==> config.mk <==
export PLATFORM = sky130hd
export DESIGN_NAME = load_extend
export DESIGN_NICKNAME = d
export VERILOG_FILES = /design/src/verilog/lsu_pkg.sv /design/src/verilog/load_extend.sv
export SDC_FILE = /design/constraint.sdc
export NUM_CORES = 1
export LEC_CHECK = 0
export BUFFER_PORTS_ARGS = -buffer_cell sky130_fd_sc_hd__buf_2
export CAP_MARGIN = 15
export CORE_ASPECT_RATIO = 1.2
export CORE_MARGIN = 2
export CORE_UTILIZATION = 42
export DETAILED_ROUTE_END_ITERATION = 8
export GPL_ROUTABILITY_DRIVEN = 0
export PLACE_DENSITY = 0.86
export SLEW_MARGIN = 30
export SYNTH_ARGS = -nofsm -noshare
export SYNTH_HDL_FRONTEND = slang
export SYNTH_SLANG_ARGS = --single-unit
==> constraint.sdc <==
create_clock -name vclk -period 3.2
set_input_delay 0 -clock vclk [all_inputs]
set_output_delay 0 -clock vclk [all_outputs]
set_load 0.05 [all_outputs]
==> src/verilog/lsu_pkg.sv <==
`default_nettype none

package lsu_pkg;

	// load type, anything but LOAD_NONE is a load
	typedef enum logic [2:0] {
		LOAD_NONE = 3'd0,
		LOAD_LB   = 3'd1,
		LOAD_LH   = 3'd2,
		LOAD_LW   = 3'd3,
		LOAD_LBU  = 3'd4,
		LOAD_LHU  = 3'd5
	} load_type_e;

	// store type, anything but STORE_NONE is a store
	typedef enum logic [1:0] {
		STORE_NONE = 2'd0,
		STORE_SB   = 2'd1,
		STORE_SH   = 2'd2,
		STORE_SW   = 2'd3
	} store_type_e;

	// request from the execute stage
	typedef struct packed {
		logic [31:0] addr;
		logic [31:0] wdata;
		load_type_e  load_type;
		store_type_e store_type;
		logic [4:0]  rd;
	} lsu_req_t;

	// result towards writeback
	typedef struct packed {
		logic [4:0]  rd;
		logic [31:0] wdata;
		logic        is_mem;
		logic        err;
	} lsu_wb_t;

endpackage

`default_nettype wire

==> src/verilog/load_extend.sv <==
`default_nettype none

module load_extend
	import lsu_pkg::*;
(
	input  wire load_type_e  load_type_i,
	input  wire logic [1:0]  offset_i,
	input  wire logic [31:0] word_i,
	output logic [31:0]      data_o
);

	logic [31:0] shifted;

	// addressed byte moves down to lane 0
	assign shifted = word_i >> {offset_i, 3'b000};

	always_comb begin
		case (load_type_i)
			LOAD_LB: begin
				data_o = {{24{shifted[7]}}, shifted[7:0]};
			end
			LOAD_LH: begin
				data_o = {{16{shifted[15]}}, shifted[15:0]};
			end
			LOAD_LBU: begin
				data_o = {24'h0, shifted[7:0]};
			end
			LOAD_LHU: begin
				data_o = {16'h0, shifted[15:0]};
			end
			default: begin
				data_o = shifted;
			end
		endcase
	end

endmodule

`default_nettype wire

==> flow_summary.json <==
{
  "drt_iter0_drc": 12,
  "fill_cells": 161,
  "synthesis.nets": 140,
  "period_needed_ns": 1.90,
  "antenna_cells": 0,
  "die_h_um": 49.8,
  "end_kind": "output pin",
  "cts_hold_buf": 0,
  "irDropWorstVdd_uv": 212,
  "setup.worst_path.class": "in -> out",
  "die_x_um": 42.2,
  "io_pins": 69,
  "drc": 0,
  "synth.distinct_cells": 26,
  "holdCritStartpoint": "word_i[29]",
  "start_util": 0.448,
  "wl_per_cell_um": 13.9,
  "total_power_mw": 0.301,
  "period_share": 0.593,
  "finalSetupViolations": 0,
  "via_count": 1012,
  "synth.avg_cell_area_um2": 7.14,
  "rsz0062_at_grt": "false",
  "via_per_inst": 5.53,
  "synth-seq-area-share": 0,
  "die-area_um2": 2100,
  "cellPowerDensity_nw_per_um2": 282,
  "finalSetupTns_ns": 0,
  "ant_nets": 0,
  "max_freq_mhz": 527,
  "multi_input_area_um2": 696,
  "design.seq.count": 0,
  "p_leak_nw": 0.608,
  "synth_area_um2": 736,
  "worst_pin_slew_ns": 0.713,
  "nClkBuffers": 0,
  "drv_slew": 0,
  "status": "finished clean",
  "seq_area_um2": 0,
  "dp_hpwl_um": 1980,
  "arrival_ns": 1.90,
  "first_pass_iters": 3,
  "synthCells": 103,
  "final_util": 0.650,
  "ys_warn_count": 0,
  "post_cts_buffers": 0,
  "start_kind": "input port",
  "slew_headroom": 0.525,
  "crit_path_end": "data_o[28]",
  "track_usage": 0.232,
  "startpoint": "offset_i[0]",
  "placed_cell_area_um2": 1070,
  "num_rows": 16,
  "cts_resized": 0,
  "antenna_found_initial": 0,
  "final_common_cell": "buf_2",
  "syn_to_final_growth_pct": 45.1,
  "crit_required_ns": 3.20,
  "critPathMaxFanout": 38,
  "layout_common_cells": "buf_2 (69), a21oi_1 (15), mux2i_1 (15)",
  "nets": 204,
  "totalWireLength_um": 2540,
  "grt_pass1_vias": 944,
  "drive_above_1_share": 0.461,
  "core_um2": 1640,
  "finalHoldViolCount": 0,
  "hp-class": "in -> out",
  "portBuffers": 69,
  "finalInstanceArea_um2": 1070,
  "grt_max_degree": 39,
  "cap_violations": 0,
  "grt-ovfl-total": 0,
  "grt_pass1_wl_um": 4040
}
==> area by class of cell <==
cell class         count  area share
inverters              1     0.00352
well taps             18      0.0211
multi-input cells     95       0.652
repair buffers        69       0.324
==> critical path, stage by stage <==
cell	delay, ns
buf_2	0.55
nand3b_1	0.23
nor3b_1	0.49
o31a_4	0.26
a21o_1	0.11
buf_2	0.26
==> report_power, final <==
| group | internal, mW | total, mW | leakage (nW) | switching (mW) |
|---|---|---|---|---|
| registers | 0 | 0 | 0 | 0 |
| logic | 0.0823 | 0.301 | 0.608 | 0.219 |
| clock network | 0 | 0 | 0 | 0 |
| total | 0.0823 | 0.301 | 0.608 | 0.219 |
==> worst min-delay path by stage <==
stage,endpoint,slack (ns),depth (start not counted)
floorplan,data_o[24],0.30,1
global placement,data_o[29],0.44,3
detailed placement,data_o[29],0.44,3
CTS,data_o[29],0.44,3
global route,data_o[29],0.47,3
finish,data_o[29],0.44,3
==> metal layers <==
metal | part of all wire | track usage | wire [um] | vias up
met1 | 0.42 | 0.267 | 1060 | 466
met2 | 0.54 | 0.462 | 1370 | 30
met3 | 0.034 | 0.00366 | 86 | 2
met4 | 0.0087 | 0.0521 | 22 | 0
met5 | 0 | 0 | 0 | -
li1 | - | - | - | 514
==> cell usage after synthesis, types with 2 or more instances <==
cell type / number / share of area
nor2b_1: 8 / 0.068
a21o_1: 9 / 0.092
nor3b_1: 2 / 0.020
a211oi_1: 7 / 0.071
buf_1: 3 / 0.015
nor2_1: 9 / 0.046
o21ai_0: 9 / 0.061
nand3b_1: 2 / 0.020
buf_2: 2 / 0.014
mux2i_1: 15 / 0.20
a21oi_1: 15 / 0.10
o21ai_1: 8 / 0.054
==> logic make-up (layout without fill, tap and decap cells) <==
group	Yosys count	in the layout	synth area share
simple gates	25	25	0.197
compound gates	52	52	0.481
xor+xnor	1	1	0.0119
mux	17	17	0.255
buf+inv	8	70	0.0544
==> stage by stage <==
stage               instances  hold slack [ns]  worst slack, ns
finish                    183            0.443             1.30
global route              183            0.469             1.18
CTS                       183            0.444             1.35
detailed placement        183            0.442             1.36
global placement          183            0.437             1.45
floorplan                 103            0.299             1.49
(Power assumes the default switching activity.)
