$ cat src/verilog/lsu_pkg.sv
`default_nettype none

package lsu_pkg;

	// load type, anything but LOAD_NONE is a load
	typedef enum logic [2:0] {
		LOAD_NONE = 3'd0,
		LOAD_LB   = 3'd1,
		LOAD_LH   = 3'd2,
		LOAD_LW   = 3'd3,
		LOAD_LBU  = 3'd4,
		LOAD_LHU  = 3'd5
	} load_type_e;

	// store type, anything but STORE_NONE is a store
	typedef enum logic [1:0] {
		STORE_NONE = 2'd0,
		STORE_SB   = 2'd1,
		STORE_SH   = 2'd2,
		STORE_SW   = 2'd3
	} store_type_e;

	// request from the execute stage
	typedef struct packed {
		logic [31:0] addr;
		logic [31:0] wdata;
		load_type_e  load_type;
		store_type_e store_type;
		logic [4:0]  rd;
	} lsu_req_t;

	// result towards writeback
	typedef struct packed {
		logic [4:0]  rd;
		logic [31:0] wdata;
		logic        is_mem;
		logic        err;
	} lsu_wb_t;

endpackage

`default_nettype wire

$ cat src/verilog/axi_lite_pkg.sv
`default_nettype none

package axi_lite_pkg;

	// response codes
	localparam logic [1:0] RESP_OKAY   = 2'b00;
	localparam logic [1:0] RESP_SLVERR = 2'b10;

	// transfer size code for 4 bytes
	localparam logic [2:0] SIZE_WORD = 3'b010;

	// shared by the ar and aw channels
	typedef struct packed {
		logic [31:0] addr;
		logic [2:0]  size;
	} axi_addr_t;

	// w channel payload
	typedef struct packed {
		logic [31:0] data;
		logic [3:0]  strb;
	} axi_wdata_t;

	// r channel payload
	typedef struct packed {
		logic [31:0] data;
		logic [1:0]  resp;
	} axi_rdata_t;

endpackage

`default_nettype wire

$ cat src/verilog/lsu_ctrl.sv
`default_nettype none

module lsu_ctrl
	import lsu_pkg::*, axi_lite_pkg::*;
(
	input  wire logic        clock,
	input  wire logic        rstn,
	input  wire logic        req_valid_i,
	input  wire lsu_req_t    req_i,
	input  wire axi_wdata_t  store_beat_i,
	input  wire logic [31:0] load_word_i,
	input  wire logic        ar_ready_i,
	input  wire logic        aw_ready_i,
	input  wire logic        w_ready_i,
	input  wire logic        r_valid_i,
	input  wire axi_rdata_t  r_i,
	input  wire logic        b_valid_i,
	input  wire logic [1:0]  b_resp_i,
	output logic             done_o,
	output lsu_wb_t          wb_o,
	output lsu_req_t         req_o,
	output logic             ar_valid_o,
	output axi_addr_t        ar_o,
	output logic             aw_valid_o,
	output axi_addr_t        aw_o,
	output logic             w_valid_o,
	output axi_wdata_t       w_o,
	output logic             r_ready_o,
	output logic             b_ready_o
);

	typedef enum logic [1:0] {
		ST_IDLE,
		ST_ADDR,
		ST_RESP,
		ST_DONE
	} state_e;

	state_e      state_q;
	lsu_req_t    req_q;
	logic        aw_done_q;
	logic        w_done_q;
	logic        err_q;
	logic [31:0] load_q;
	logic        is_load;
	logic        is_store;
	logic        aw_fire;
	logic        w_fire;
	logic        r_fire;
	logic        b_fire;

	// a load wins if both types are set
	assign is_load  = (req_q.load_type != LOAD_NONE);
	assign is_store = (req_q.store_type != STORE_NONE) && !is_load;

	assign aw_fire = aw_valid_o && aw_ready_i;
	assign w_fire  = w_valid_o && w_ready_i;
	assign r_fire  = r_valid_i && r_ready_o;
	assign b_fire  = b_valid_i && b_ready_o;

	always_ff @(posedge clock) begin
		if (!rstn) begin
			state_q   <= ST_IDLE;
			aw_done_q <= 1'b0;
			w_done_q  <= 1'b0;
		end else begin
			case (state_q)
				ST_IDLE: begin
					aw_done_q <= 1'b0;
					w_done_q  <= 1'b0;
					if (req_valid_i) begin
						if (req_i.load_type != LOAD_NONE || req_i.store_type != STORE_NONE)
							state_q <= ST_ADDR;
						else
							state_q <= ST_DONE;
					end
				end
				ST_ADDR: begin
					if (is_load) begin
						if (ar_valid_o && ar_ready_i)
							state_q <= ST_RESP;
					end else begin
						// aw and w may complete in different cycles
						if (aw_fire)
							aw_done_q <= 1'b1;
						if (w_fire)
							w_done_q <= 1'b1;
						if ((aw_done_q || aw_fire) && (w_done_q || w_fire))
							state_q <= ST_RESP;
					end
				end
				ST_RESP: begin
					if (r_fire || b_fire)
						state_q <= ST_DONE;
				end
				default: begin
					state_q <= ST_IDLE;
				end
			endcase
		end
	end

	// request and response capture
	always_ff @(posedge clock) begin
		if (state_q == ST_IDLE && req_valid_i) begin
			req_q <= req_i;
			err_q <= 1'b0;
		end
		if (r_fire) begin
			load_q <= load_word_i;
			err_q  <= (r_i.resp != RESP_OKAY);
		end
		if (b_fire)
			err_q <= (b_resp_i != RESP_OKAY);
	end

	assign req_o = req_q;

	// word aligned address on both address channels
	assign ar_o.addr = {req_q.addr[31:2], 2'b00};
	assign ar_o.size = SIZE_WORD;
	assign aw_o      = ar_o;
	assign w_o       = store_beat_i;

	assign ar_valid_o = (state_q == ST_ADDR) && is_load;
	assign aw_valid_o = (state_q == ST_ADDR) && is_store && !aw_done_q;
	assign w_valid_o  = (state_q == ST_ADDR) && is_store && !w_done_q;
	assign r_ready_o  = (state_q == ST_RESP) && is_load;
	assign b_ready_o  = (state_q == ST_RESP) && is_store;

	assign done_o = (state_q == ST_DONE);

	always_comb begin
		wb_o.rd     = req_q.rd;
		wb_o.is_mem = is_load || is_store;
		wb_o.err    = err_q;
		if (is_load)
			wb_o.wdata = load_q;
		else if (is_store)
			wb_o.wdata = '0;
		else
			wb_o.wdata = req_q.addr;
	end

endmodule

`default_nettype wire

$ cat config.mk
export PLATFORM = sky130hd
export DESIGN_NAME = lsu_ctrl
export DESIGN_NICKNAME = d
export VERILOG_FILES = /design/src/verilog/lsu_pkg.sv /design/src/verilog/axi_lite_pkg.sv /design/src/verilog/lsu_ctrl.sv
export SDC_FILE = /design/constraint.sdc
export NUM_CORES = 1
export LEC_CHECK = 0
export ABC_AREA = 0
export BUFFER_PORTS_ARGS = -buffer_cell sky130_fd_sc_hd__buf_2
export CAP_MARGIN = 20
export CORE_AREA = 2 2 159 161
export DETAILED_ROUTE_END_ITERATION = 12
export DIE_AREA = 0 0 161 163
export SETUP_SLACK_MARGIN = 0.02
export SLEW_MARGIN = 40
export SYNTH_ARGS = -nofsm -noshare
export SYNTH_HDL_FRONTEND = slang
export SYNTH_SLANG_ARGS = --single-unit
$ cat constraint.sdc
create_clock -name clock -period 3.85 [get_ports clock]
set_input_delay 0.1925 -clock clock [delete_from_list [all_inputs] [get_ports clock]]
set_output_delay 0.1925 -clock clock [all_outputs]
set_load 0.03 [all_outputs]
==> flow_summary.yaml <==
yosys:
  synthTopCellsByCount: "buf_4 (112), edfxtp_1 (107), nand2_1 (73), nand3_1 (33), nor2_1 (8)"
  ys_seq_area_frac: 0.670
  synth_seq_cells: 111
  synth_edf_count: 107
  synth_warnings: 0
  yosys-top-cells-area: "edfxtp_1 (65%), buf_4 (17%), nand2_1 (5.6%)"
  synth.cell_area_um2: 4920
  avgSynthCellArea_um2: 12.8
  yosysTopAreaCellShare: 0.654
  synth_cell_types: 31
  ys.flop_type: "edfxtp_1"
  synthCells: 384
  synth.most_common_cell: "buf_4"
  synth_top_area_cell: "edfxtp_1"
  async_flop_share: 0
sta:
  setup_ws_ps: 1380
  slew_headroom: 0.607
  rsz0062_at_grt: "false"
  tns_ps: 0
  hold_slack_ps: 20.2
  hold_viol_final: 0
  skew_ps: 19.1
  finalCriticalPeriod_ps: 2470
  tightest_slew_ps: 590
  drv_slew: 0
  post-route-period-util: 0.643
  fmax_mhz: 404
  report.final.setup_viol: 0
finish:
  fillCellCount: 2557
  syn_to_final_growth_pct: 45.7
  seqCellArea_um2: 3290
  fin_nets: 854
  final_util: 0.290
  multi_input_area_um2: 768
  drive_gt1_frac: 0.488
  diodes: 0
setup_path:
  worstPathCellList: "or3_2 > buf_4 > nor2_1 > nand2_1 > nor2_1 > buf_2"
  cp-start-kind: "register"
  critPathSlowestCell: "or3_2"
  crit_type: "reg2out"
  critPathMostFrequentCell: "nor2_1"
  cp_data_required_time_ps: 3660
  slowest_delay_ps: 540
  cp.arrival_ps: 2280
  cp_max_fo: 36
  endpoint_kind: "primary output"
cts:
  cts_resized: 0
  clk_pin_slew_ps: 80
  clk_path_buf_depth: 2
  h-tree-depth: 3
  tritoncts: "done"
  cts_buffers: 9
  cts_root_buffer: "clkbuf_16"
  clock-sinks: 111
  clk_latency_ps: 360
power:
  leakagePower_nw: 3.18
  power.total_w: 0.00461
  power_density_nw_per_um2: 644
  peakVddDrop_mv: 0.280
global_route:
  grt_pass1_wl_um: 22900
  globalRouteMet3Util: 0.0374
  antenna_found_initial: 0
  use_met2: 0.213
  use_met1: 0.130
  grt_max_degree: 38
  overflow: 0
  grt_usage: 0.120
  grt_pass1_vias: 3862
  top_usage_layer: "met2"
worst_hold_path:
  hold_class: "in2reg"
detailed_routing:
  drt_first_pass_iters: 6
  drc: 0
  viasPerCell: 3.80
  routed_wl_um: 16400
  postRouteAntennaNets: 0
  num_vias: 3795
  routedWlPerCell_um: 16.4
  drt-initial-drc-count: 147
floorplanning:
  core_um2: 24700
  die_h_um: 163
  die_area_um2: 26200
  initial_utilization: 0.199
  io-pin-count: 411
  placementRows: 58
  die_w_um: 161
placed_design:
  place_ws_ps: 1710
  io_buffers: 296
  gp_congestion: 0.751
  dp_hpwl_um: 11300
job:
  drv_cap: 0
run_status:
  outcome: "complete, no violations"
==> flip-flops by register name, summed over array words and instances, names as in the netlist <==
name,cells
err_q,1
state_q,2
w_done_q,1
req_o,44
aw_done_q,1
load_q,32
ar_o,30
==> where the power goes <==
part | switching [W] | internal (W)
registers | 0.000143 | 0.00164
clock network | 0.000474 | 0.000516
logic | 0.00137 | 0.000472
total | 0.00198 | 0.00263
==> cell usage in the layout, fill, tap and decap left out, types with 4 or more instances in the layout <==
cell type and n:
conb_1 10, nor2_1 7, ha_1 4, nand2_1 73, edfxtp_1 107, buf_4 4, inv_1 5, o21ai_0 4
clkbuf_16 9, buf_2 296, dfxtp_1 4, dlygate4sd3_1 81, nand3_1 33
==> repair_timing <==
| action | 4_1_cts | 5_1_grt |
|---|---|---|
| hold buffers | 77 | 4 |
| hold endpoints to repair | 77 | 4 |
| buffers inserted | 0 | 0 |
==> final timing paths <==
path                          start                      to  slack [ps]  cells after the start
min                 load_word_i[11]    load_q[11]$_DFFE_PP_          20                      1
max reg2reg      req_o[9]$_DFFE_PP_         err_q$_DFFE_PP_        1900                      5
max              req_o[9]$_DFFE_PP_               w_valid_o        1380                      6
min reg2reg  aw_done_q$_SDFFE_PN0P_  aw_done_q$_SDFFE_PN0P_         490                      2
==> through the flow <==
stage | cells | cell area, um^2
2_1_floorplan | 392 | 4950
3_3_place_gp | 900 | 6000
3_5_place_dp | 902 | 6050
4_1_cts | 994 | 7120
5_1_grt | 998 | 7160
6_report | 998 | 7160
==> area by class of cell <==
class,count,area share
sequential,111,0.460
timing repair buffer,383,0.330
multi-input combinational,154,0.107
tap,330,0.0577
clock buffer,9,0.0315
clock inverter,6,0.0108
inverter,5,0.00262
==> logic make-up (layout without fill, tap and decap cells) <==
logic type,Yosys count,in the layout,synth area share
and+or+nand+nor,124,124,0.111
adders and majority gates,4,4,0.0102
DFF,111,111,0.670
AOI/OAI and AO/OA,14,14,0.0188
muxes,2,2,0.00407
buffers and inverters,127,403,0.185
other,2,10,0.00153
==> critical path, delay by kind of cell, from the launching register on <==
| kind | cells | cell delay (ps) |
|---|---|---|
| flip-flops | 1 | 440 |
| buffers and inverters | 2 | 520 |
| AND/OR/NAND/NOR | 4 | 960 |
==> metal layers <==
metal	wire length [um]	vias up
li1	-	1753
met1	6160	1786
met2	8320	205
met3	1270	51
met4	631	0
met5	0	-
Note: power is estimated with default switching activity, not from simulation.
