File: src/verilog/lsu_pkg.sv
`default_nettype none

package lsu_pkg;

	// load type, anything but LOAD_NONE is a load
	typedef enum logic [2:0] {
		LOAD_NONE = 3'd0,
		LOAD_LB   = 3'd1,
		LOAD_LH   = 3'd2,
		LOAD_LW   = 3'd3,
		LOAD_LBU  = 3'd4,
		LOAD_LHU  = 3'd5
	} load_type_e;

	// store type, anything but STORE_NONE is a store
	typedef enum logic [1:0] {
		STORE_NONE = 2'd0,
		STORE_SB   = 2'd1,
		STORE_SH   = 2'd2,
		STORE_SW   = 2'd3
	} store_type_e;

	// request from the execute stage
	typedef struct packed {
		logic [31:0] addr;
		logic [31:0] wdata;
		load_type_e  load_type;
		store_type_e store_type;
		logic [4:0]  rd;
	} lsu_req_t;

	// result towards writeback
	typedef struct packed {
		logic [4:0]  rd;
		logic [31:0] wdata;
		logic        is_mem;
		logic        err;
	} lsu_wb_t;

endpackage

`default_nettype wire

File: src/verilog/axi_lite_pkg.sv
`default_nettype none

package axi_lite_pkg;

	// response codes
	localparam logic [1:0] RESP_OKAY   = 2'b00;
	localparam logic [1:0] RESP_SLVERR = 2'b10;

	// transfer size code for 4 bytes
	localparam logic [2:0] SIZE_WORD = 3'b010;

	// shared by the ar and aw channels
	typedef struct packed {
		logic [31:0] addr;
		logic [2:0]  size;
	} axi_addr_t;

	// w channel payload
	typedef struct packed {
		logic [31:0] data;
		logic [3:0]  strb;
	} axi_wdata_t;

	// r channel payload
	typedef struct packed {
		logic [31:0] data;
		logic [1:0]  resp;
	} axi_rdata_t;

endpackage

`default_nettype wire

File: src/verilog/store_align.sv
`default_nettype none

module store_align
	import lsu_pkg::*, axi_lite_pkg::*;
(
	input  wire store_type_e store_type_i,
	input  wire logic [1:0]  offset_i,
	input  wire logic [31:0] data_i,
	output axi_wdata_t       beat_o
);

	logic [31:0] base_data;
	logic [3:0]  base_strb;

	// lane pattern before the offset shift
	always_comb begin
		case (store_type_i)
			STORE_SB: begin
				base_data = {4{data_i[7:0]}};
				base_strb = 4'h1;
			end
			STORE_SH: begin
				base_data = {2{data_i[15:0]}};
				base_strb = 4'h3;
			end
			STORE_SW: begin
				base_data = data_i;
				base_strb = 4'hf;
			end
			default: begin
				base_data = data_i;
				base_strb = 4'h0;
			end
		endcase
	end

	// strobe bits shifted past lane 3 fall off
	assign beat_o.data = base_data << {offset_i, 3'b000};
	assign beat_o.strb = base_strb << offset_i;

endmodule

`default_nettype wire

File: config.mk
export PLATFORM = sky130hd
export DESIGN_NAME = store_align
export DESIGN_NICKNAME = d
export VERILOG_FILES = /design/src/verilog/lsu_pkg.sv /design/src/verilog/axi_lite_pkg.sv /design/src/verilog/store_align.sv
export SDC_FILE = /design/constraint.sdc
export NUM_CORES = 1
export LEC_CHECK = 0
export BUFFER_PORTS_ARGS = -buffer_cell sky130_fd_sc_hd__buf_4
export CORE_MARGIN = 2
export CORE_UTILIZATION = 31
export DETAILED_ROUTE_END_ITERATION = 10
export PLACE_DENSITY = 0.75
export SYNTH_ARGS = -nofsm -noshare
export SYNTH_HDL_FRONTEND = slang
export SYNTH_SLANG_ARGS = --single-unit
File: constraint.sdc
create_clock -name vclk -period 3.4
set_clock_uncertainty 0.15 [all_clocks]
set_input_delay 0.17 -clock vclk [all_inputs]
set_output_delay 0.17 -clock vclk [all_outputs]
set_load 0.1 [all_outputs]
==> results.txt, run 1 <==
Status: complete, no violations
P_sw: 0.0003888 W
Mapped Area: 1069 um^2
Arrival time of the worst setup path: 2.18 ns
Hold EP: beat_o[6]
DR pass1 iterations: 4
GRT Overall Usage: 19.23%
Final number of setup-violating endpoints: 0
Layout cell share with drive strength beyond 1: 43.33%
Register Area: 0 um^2
Total grt overflow: 0
Final hold vios: 0
Hold crit path type: input pin to primary output
Cts hold-fix bufs: 0
Initial antenna violation count: 0
Post-cts resize count: 0
Commonest non-fill, non-tap cell in the layout: buf_4
Placed Cells: 256
Fillers: 358
DP Area: 1609 um^2
Pwr/cell area: 328.3 nW/um^2
Most frequent cells in the layout: buf_4, nor2_1, a22oi_1
DR iter-0 viols: 163
Synthesized Nets: 196
Sequential power share: 0%
Cell mode on critical path: buf_4
Final core utilization: 48.60%
Clkbuf count: 0
Die area: 3933 um^2
CP Launch Type: input pin
Int Power: 0.0001395 W
DIE WIDTH: 62.71 um
Cells after Synth: 156
Rows: 21
Comb pwr share: 100.0%
Maximum vdd ir drop: 0.1456 mV
Core area: 3311 um^2
Sw frac: 73.60%
FFs & Latches: 0
DRC Markers: 0
Max incr delay on CP: 0.57 ns
RSZ-0062 raised after global routing: no
Syn-to-layout area delta: 50.59%
Syn_area_per_cell: 6.850 um^2
WP data required: 3.08 ns
Worst Tran Pin Value: 0.6796 ns
Cell variety after synth: 35
Crit path cell chain: buf_4, inv_1, ha_1, buf_4, nand2_1, o221a_2, o32ai_2, buf_4
Crit-path slowest cell: ha_1
Fin area: 1609 um^2
Final worst path period share: 73.41%
Area of the multi-input gates: 958.4 um^2
GPL Wtd Cong: 0.8123
TNS Setup: 0 ns
Routed len/inst: 15.02 um
WHS Path Cells: 3
Clock Power Share: 0%
Setup Crit Path Kind: input pin to primary output
Ys Warns: 0
Final WL: 3845 um
Post-DRT Antenna Nets: 0
Diode count: 0
Fin nets: 252
DR vias: 1462
Worst-path fanout max: 24
Initial Util: 32.28%
Hpwl dp: 2788 um
Worst Hold Launch: data_i[2]
Crit. End Element: primary output
Die Ht: 62.71 um
First-pass GRT wire length: 6423 um
Post-CTS Setup Inserts: 0
Final worst path period need: 2.496 ns
Sequential fraction of the synthesis area: 0%
Largest net degree at the start of global routing: 25
Non-Filler Instances: 256
Fmax achieved: 0.4007 GHz
Io pins: 72
Rel. slew slack: 54.53%
Routed vias/inst: 5.711
Vias in the first global route: 1350
Total of max-cap violations: 0
Pleak: 0.7611 nW
# port buffers: 72
Max-slew violation count: 0
-- routing by layer --
| metal | track usage [%] | wire [um] | vias to the layer above |
|---|---|---|---|
| met3 | 1.622 | 260 | 4 |
| li1 | - | - | 710 |
| met4 | 2.222 | 31 | 0 |
| met2 | 33.20 | 1874 | 65 |
| met1 | 26.75 | 1679 | 683 |
| met5 | 0 | 0 | - |
-- how the worst max path moves through the flow --
stage,slack [ns],start,cells after the start,to
3_5_place_dp,0.94,store_type_i[0],8,beat_o[24]
3_3_place_gp,0.96,store_type_i[0],8,beat_o[24]
2_1_floorplan,0.04,store_type_i[0],7,beat_o[1]
6_report,0.90,store_type_i[0],8,beat_o[24]
5_1_grt,0.79,store_type_i[0],8,beat_o[25]
4_1_cts,0.94,store_type_i[0],8,beat_o[24]
-- power groups by stage --
stage | Combinational [W] | Clock, W | Sequential [W]
after floorplan | 0.000416 | 0 | 0
after global placement | 0.000525 | 0 | 0
after detailed placement | 0.000528 | 0 | 0
after CTS | 0.000529 | 0 | 0
after global routing | 0.000554 | 0 | 0
final | 0.000528 | 0 | 0
-- area by class of cell --
| class | count | share of cell area, % |
|---|---|---|
| Inverter | 12 | 2.799 |
| Multi-Input combinational cell | 125 | 59.56 |
| Tap cell | 46 | 3.577 |
| Timing Repair Buffer | 73 | 34.06 |
-- per-stage QoR --
step	hold slack [ns]	worst slack, ns	power, W
6_report	0.6759	0.9042	0.0005283
5_1_grt	0.6926	0.7858	0.0005539
4_1_cts	0.6758	0.9412	0.0005285
3_5_place_dp	0.6765	0.9430	0.0005278
3_3_place_gp	0.6749	0.9626	0.0005252
2_1_floorplan	0.6350	0.04436	0.0004159
-- cell usage after synthesis (all sizes together), types with 3 or more instances --
library cell  number  area share, %
a21oi              3            1.4
ha                 4            4.7
nor2b              3            1.8
nand2b             4            3.0
a22oi             16             11
a32o               5            4.7
nand2              6            2.1
inv               12            4.2
buf               13            8.2
o221a              6            6.3
nor2              19            6.7
a221o              4            3.7
o21ai              6            2.8
o32ai              6            4.9
o22ai              4            2.3
a32oi              3            2.5
clkbuf             6            2.1
a211oi             6            4.2
and2              14            8.2
-- worst max-delay path: cells and delay by family --
kind | cells | cell delay (ns)
adder cells (fa/ha/maj) | 1 | 0.57
buffers and inverters | 4 | 0.82
AND/OR/NAND/NOR | 1 | 0.09
AO/OA/AOI/OAI | 2 | 0.52
-- kinds of logic after synthesis --
kind of cell	after synthesis	synth area share, %
and+or+nand+nor	49	23.54
adders and majority gates	4	4.684
muxes	4	6.089
AOI/OAI and AO/OA	68	51.17
buffers and inverters	31	14.52
(Power assumes the default switching activity.)
==> inputs of run 2 (changes only) <==
Settings changed: PLACE_DENSITY 0.75 to 0.77.
Clock period 3.4 ns to 2 ns, I/O delays scaled along.
==> run 2 against run 1 <==
Via count increased by 4.2%. Design area increased by 22%. Die area unchanged. Sequential cell count unchanged. Sequential share of layout area unchanged. Clock-buffer cell count unchanged. Combinational power increased by 93%. Power increased by 93%. Critical path depth increased by 1. Global-route usage increased by 1.5 points. Cell count increased by 6.3%. Critical path type unchanged.
==> results.txt, run 2 (synthesis results as in run 1) <==
Register Area: 0 um^2 (unchanged)
Maximum vdd ir drop: 0.2732 mV (+88%)
Final worst path period need: 1.911 ns
Critical Path Sink: beat_o[26]
Rel. slew slack: 61.95% (+7.4 points)
GPL Wtd Cong: 0.8623 (+6.2%)
Cell mode on critical path: buf_4
Total of max-cap violations: 0 (unchanged)
Max-slew violation count: 0 (unchanged)
Final number of setup-violating endpoints: 0 (unchanged)
GRT Overall Usage: 20.78% (+1.5 points)
Die Ht: 62.71 um (unchanged)
Pwr/cell area: 519.8 nW/um^2 (+58%)
Most frequent cells in the layout: buf_4, nor2_1, a22oi_1
Clkbuf count: 0 (unchanged)
Worst Tran Pin Value: 0.5687 ns (-0.1109 ns)
Total grt overflow: 0 (unchanged)
Clock Power Share: 0% (unchanged)
Worst Setup SP: store_type_i[1]
Status: complete, no violations
Placed Cells: 272 (+6.3%)
Crit path cell chain: buf_4, inv_12, ha_4, buf_12, nor2b_1, o311ai_0, buf_4, o21ai_4, buf_4
P_sw: 0.0007085 W (+82%)
Routed len/inst: 15.33 um (+2.1%)
Hold_ws: 0.5353 ns (-0.1406 ns)
Vias in the first global route: 1489 (+10%)
Hpwl dp: 3201 um (+15%)
DIE WIDTH: 62.71 um (unchanged)
Sequential power share: 0% (unchanged)
Worst-path fanout max: 22 (-8.3%)
Post-CTS Setup Inserts: 0 (unchanged)
Setup Crit Path Kind: input pin to primary output
Initial antenna violation count: 0 (unchanged)
CP Launch Type: input pin
Initial Util: 32.28% (unchanged)
DR iter-0 viols: 85 (-48%)
Arrival time of the worst setup path: 1.66 ns (-0.52 ns)
Max incr delay on CP: 0.35 ns (-0.22 ns)
Fmax achieved: 0.5234 GHz
Crit-path slowest cell: o311ai_0
DRC Markers: 0 (unchanged)
Final hold vios: 0 (unchanged)
Int Power: 0.0003126 W (+120%)
Final WL: 4171 um (+8.5%)
Hold crit path type: input pin to primary output
Sw frac: 69.39% (-4.2 points)
Syn-to-layout area delta: 83.84%
DR vias: 1524 (+4.2%)
WP depth: 9 (+1)
Rows: 21 (unchanged)
First-pass GRT wire length: 6927 um (+7.8%)
WP data required: 1.75 ns (-1.33 ns)
Core area: 3311 um^2 (unchanged)
WP buf/inv: 5 (+1)
RSZ-0062 raised after global routing: no
# port buffers: 72 (unchanged)
Crit. End Element: primary output
Pleak: 0.8641 nW (+14%)
Crit path max-delay family: buffers and inverters
Io pins: 72 (unchanged)
Die area: 3933 um^2 (unchanged)
Routed vias/inst: 5.603 (-1.9%)
Fin nets: 268 (+6.3%)
Largest net degree at the start of global routing: 23 (-8.0%)
Commonest non-fill, non-tap cell in the layout: buf_4
FFs & Latches: 0 (unchanged)
DR pass1 iterations: 4 (unchanged)
Post-DRT Antenna Nets: 0 (unchanged)
Layout cell share with drive strength beyond 1: 55.31% (+12 points)
Final worst path period share: 95.53%
Non-Filler Instances: 272 (+6.3%)
Comb pwr share: 100.0% (about the same)
Diode count: 0 (unchanged)
[run 2: area by class of cell]
class	instances	area [um^2]
Fill cell	320	1346
Inverter	12	60.06
Tap cell	46	57.56
Multi-Input combinational cell	125	1146
Timing Repair Buffer	89	700.7
[run 2: what timing repair did]
action                                  4_1_cts  5_1_grt
endpoints found under the setup margin        8       11
hold buffers                                  0        0
gates resized for setup                       4        1
[run 2: how the worst min path moves through the flow]
stage,start,endpoint,cells past startpoint
2_1_floorplan,store_type_i[1],beat_o[1],3
3_3_place_gp,data_i[5],beat_o[9],3
6_report,data_i[0],beat_o[4],3
3_5_place_dp,data_i[5],beat_o[9],3
5_1_grt,offset_i[1],beat_o[14],3
4_1_cts,data_i[5],beat_o[9],3
[run 2: worst min-delay path, delay by kind of cell]
family	cells	cell delay [ns]
buffers and inverters	2	0.35
AND/OR/NAND/NOR	1	0.13
[run 2: power by group through the flow]
stage / Sequential (W) / Clock [W] / Combinational (W)
final: 0 / 0 / 0.00102
after global routing: 0 / 0 / 0.00107
after CTS: 0 / 0 / 0.00102
after detailed placement: 0 / 0 / 0.00102
after global placement: 0 / 0 / 0.00101
after floorplan: 0 / 0 / 0.000778
[run 2: routing by layer]
metal	wire, um	track usage (%)	vias to the layer above
met2	2153	37.10	67
met3	256	1.622	4
met4	29	3.333	0
met5	0	0	-
met1	1732	27.62	705
li1	-	-	748
[run 2: stage by stage]
step                utilization (%)  instance area (um^2)  setup TNS [ns]   power, W  worst slack [ns]
global placement              58.92                  1951         -0.2736   0.001011          -0.03892
finish                        59.33                  1964               0   0.001021           0.08946
floorplan                         -                  1318          -1.547  0.0007777           -0.4674
detailed placement            58.92                  1951         -0.4157   0.001016          -0.07062
global route                  59.33                  1964               0   0.001066           0.04110
CTS                           59.26                  1962               0   0.001022          0.002852
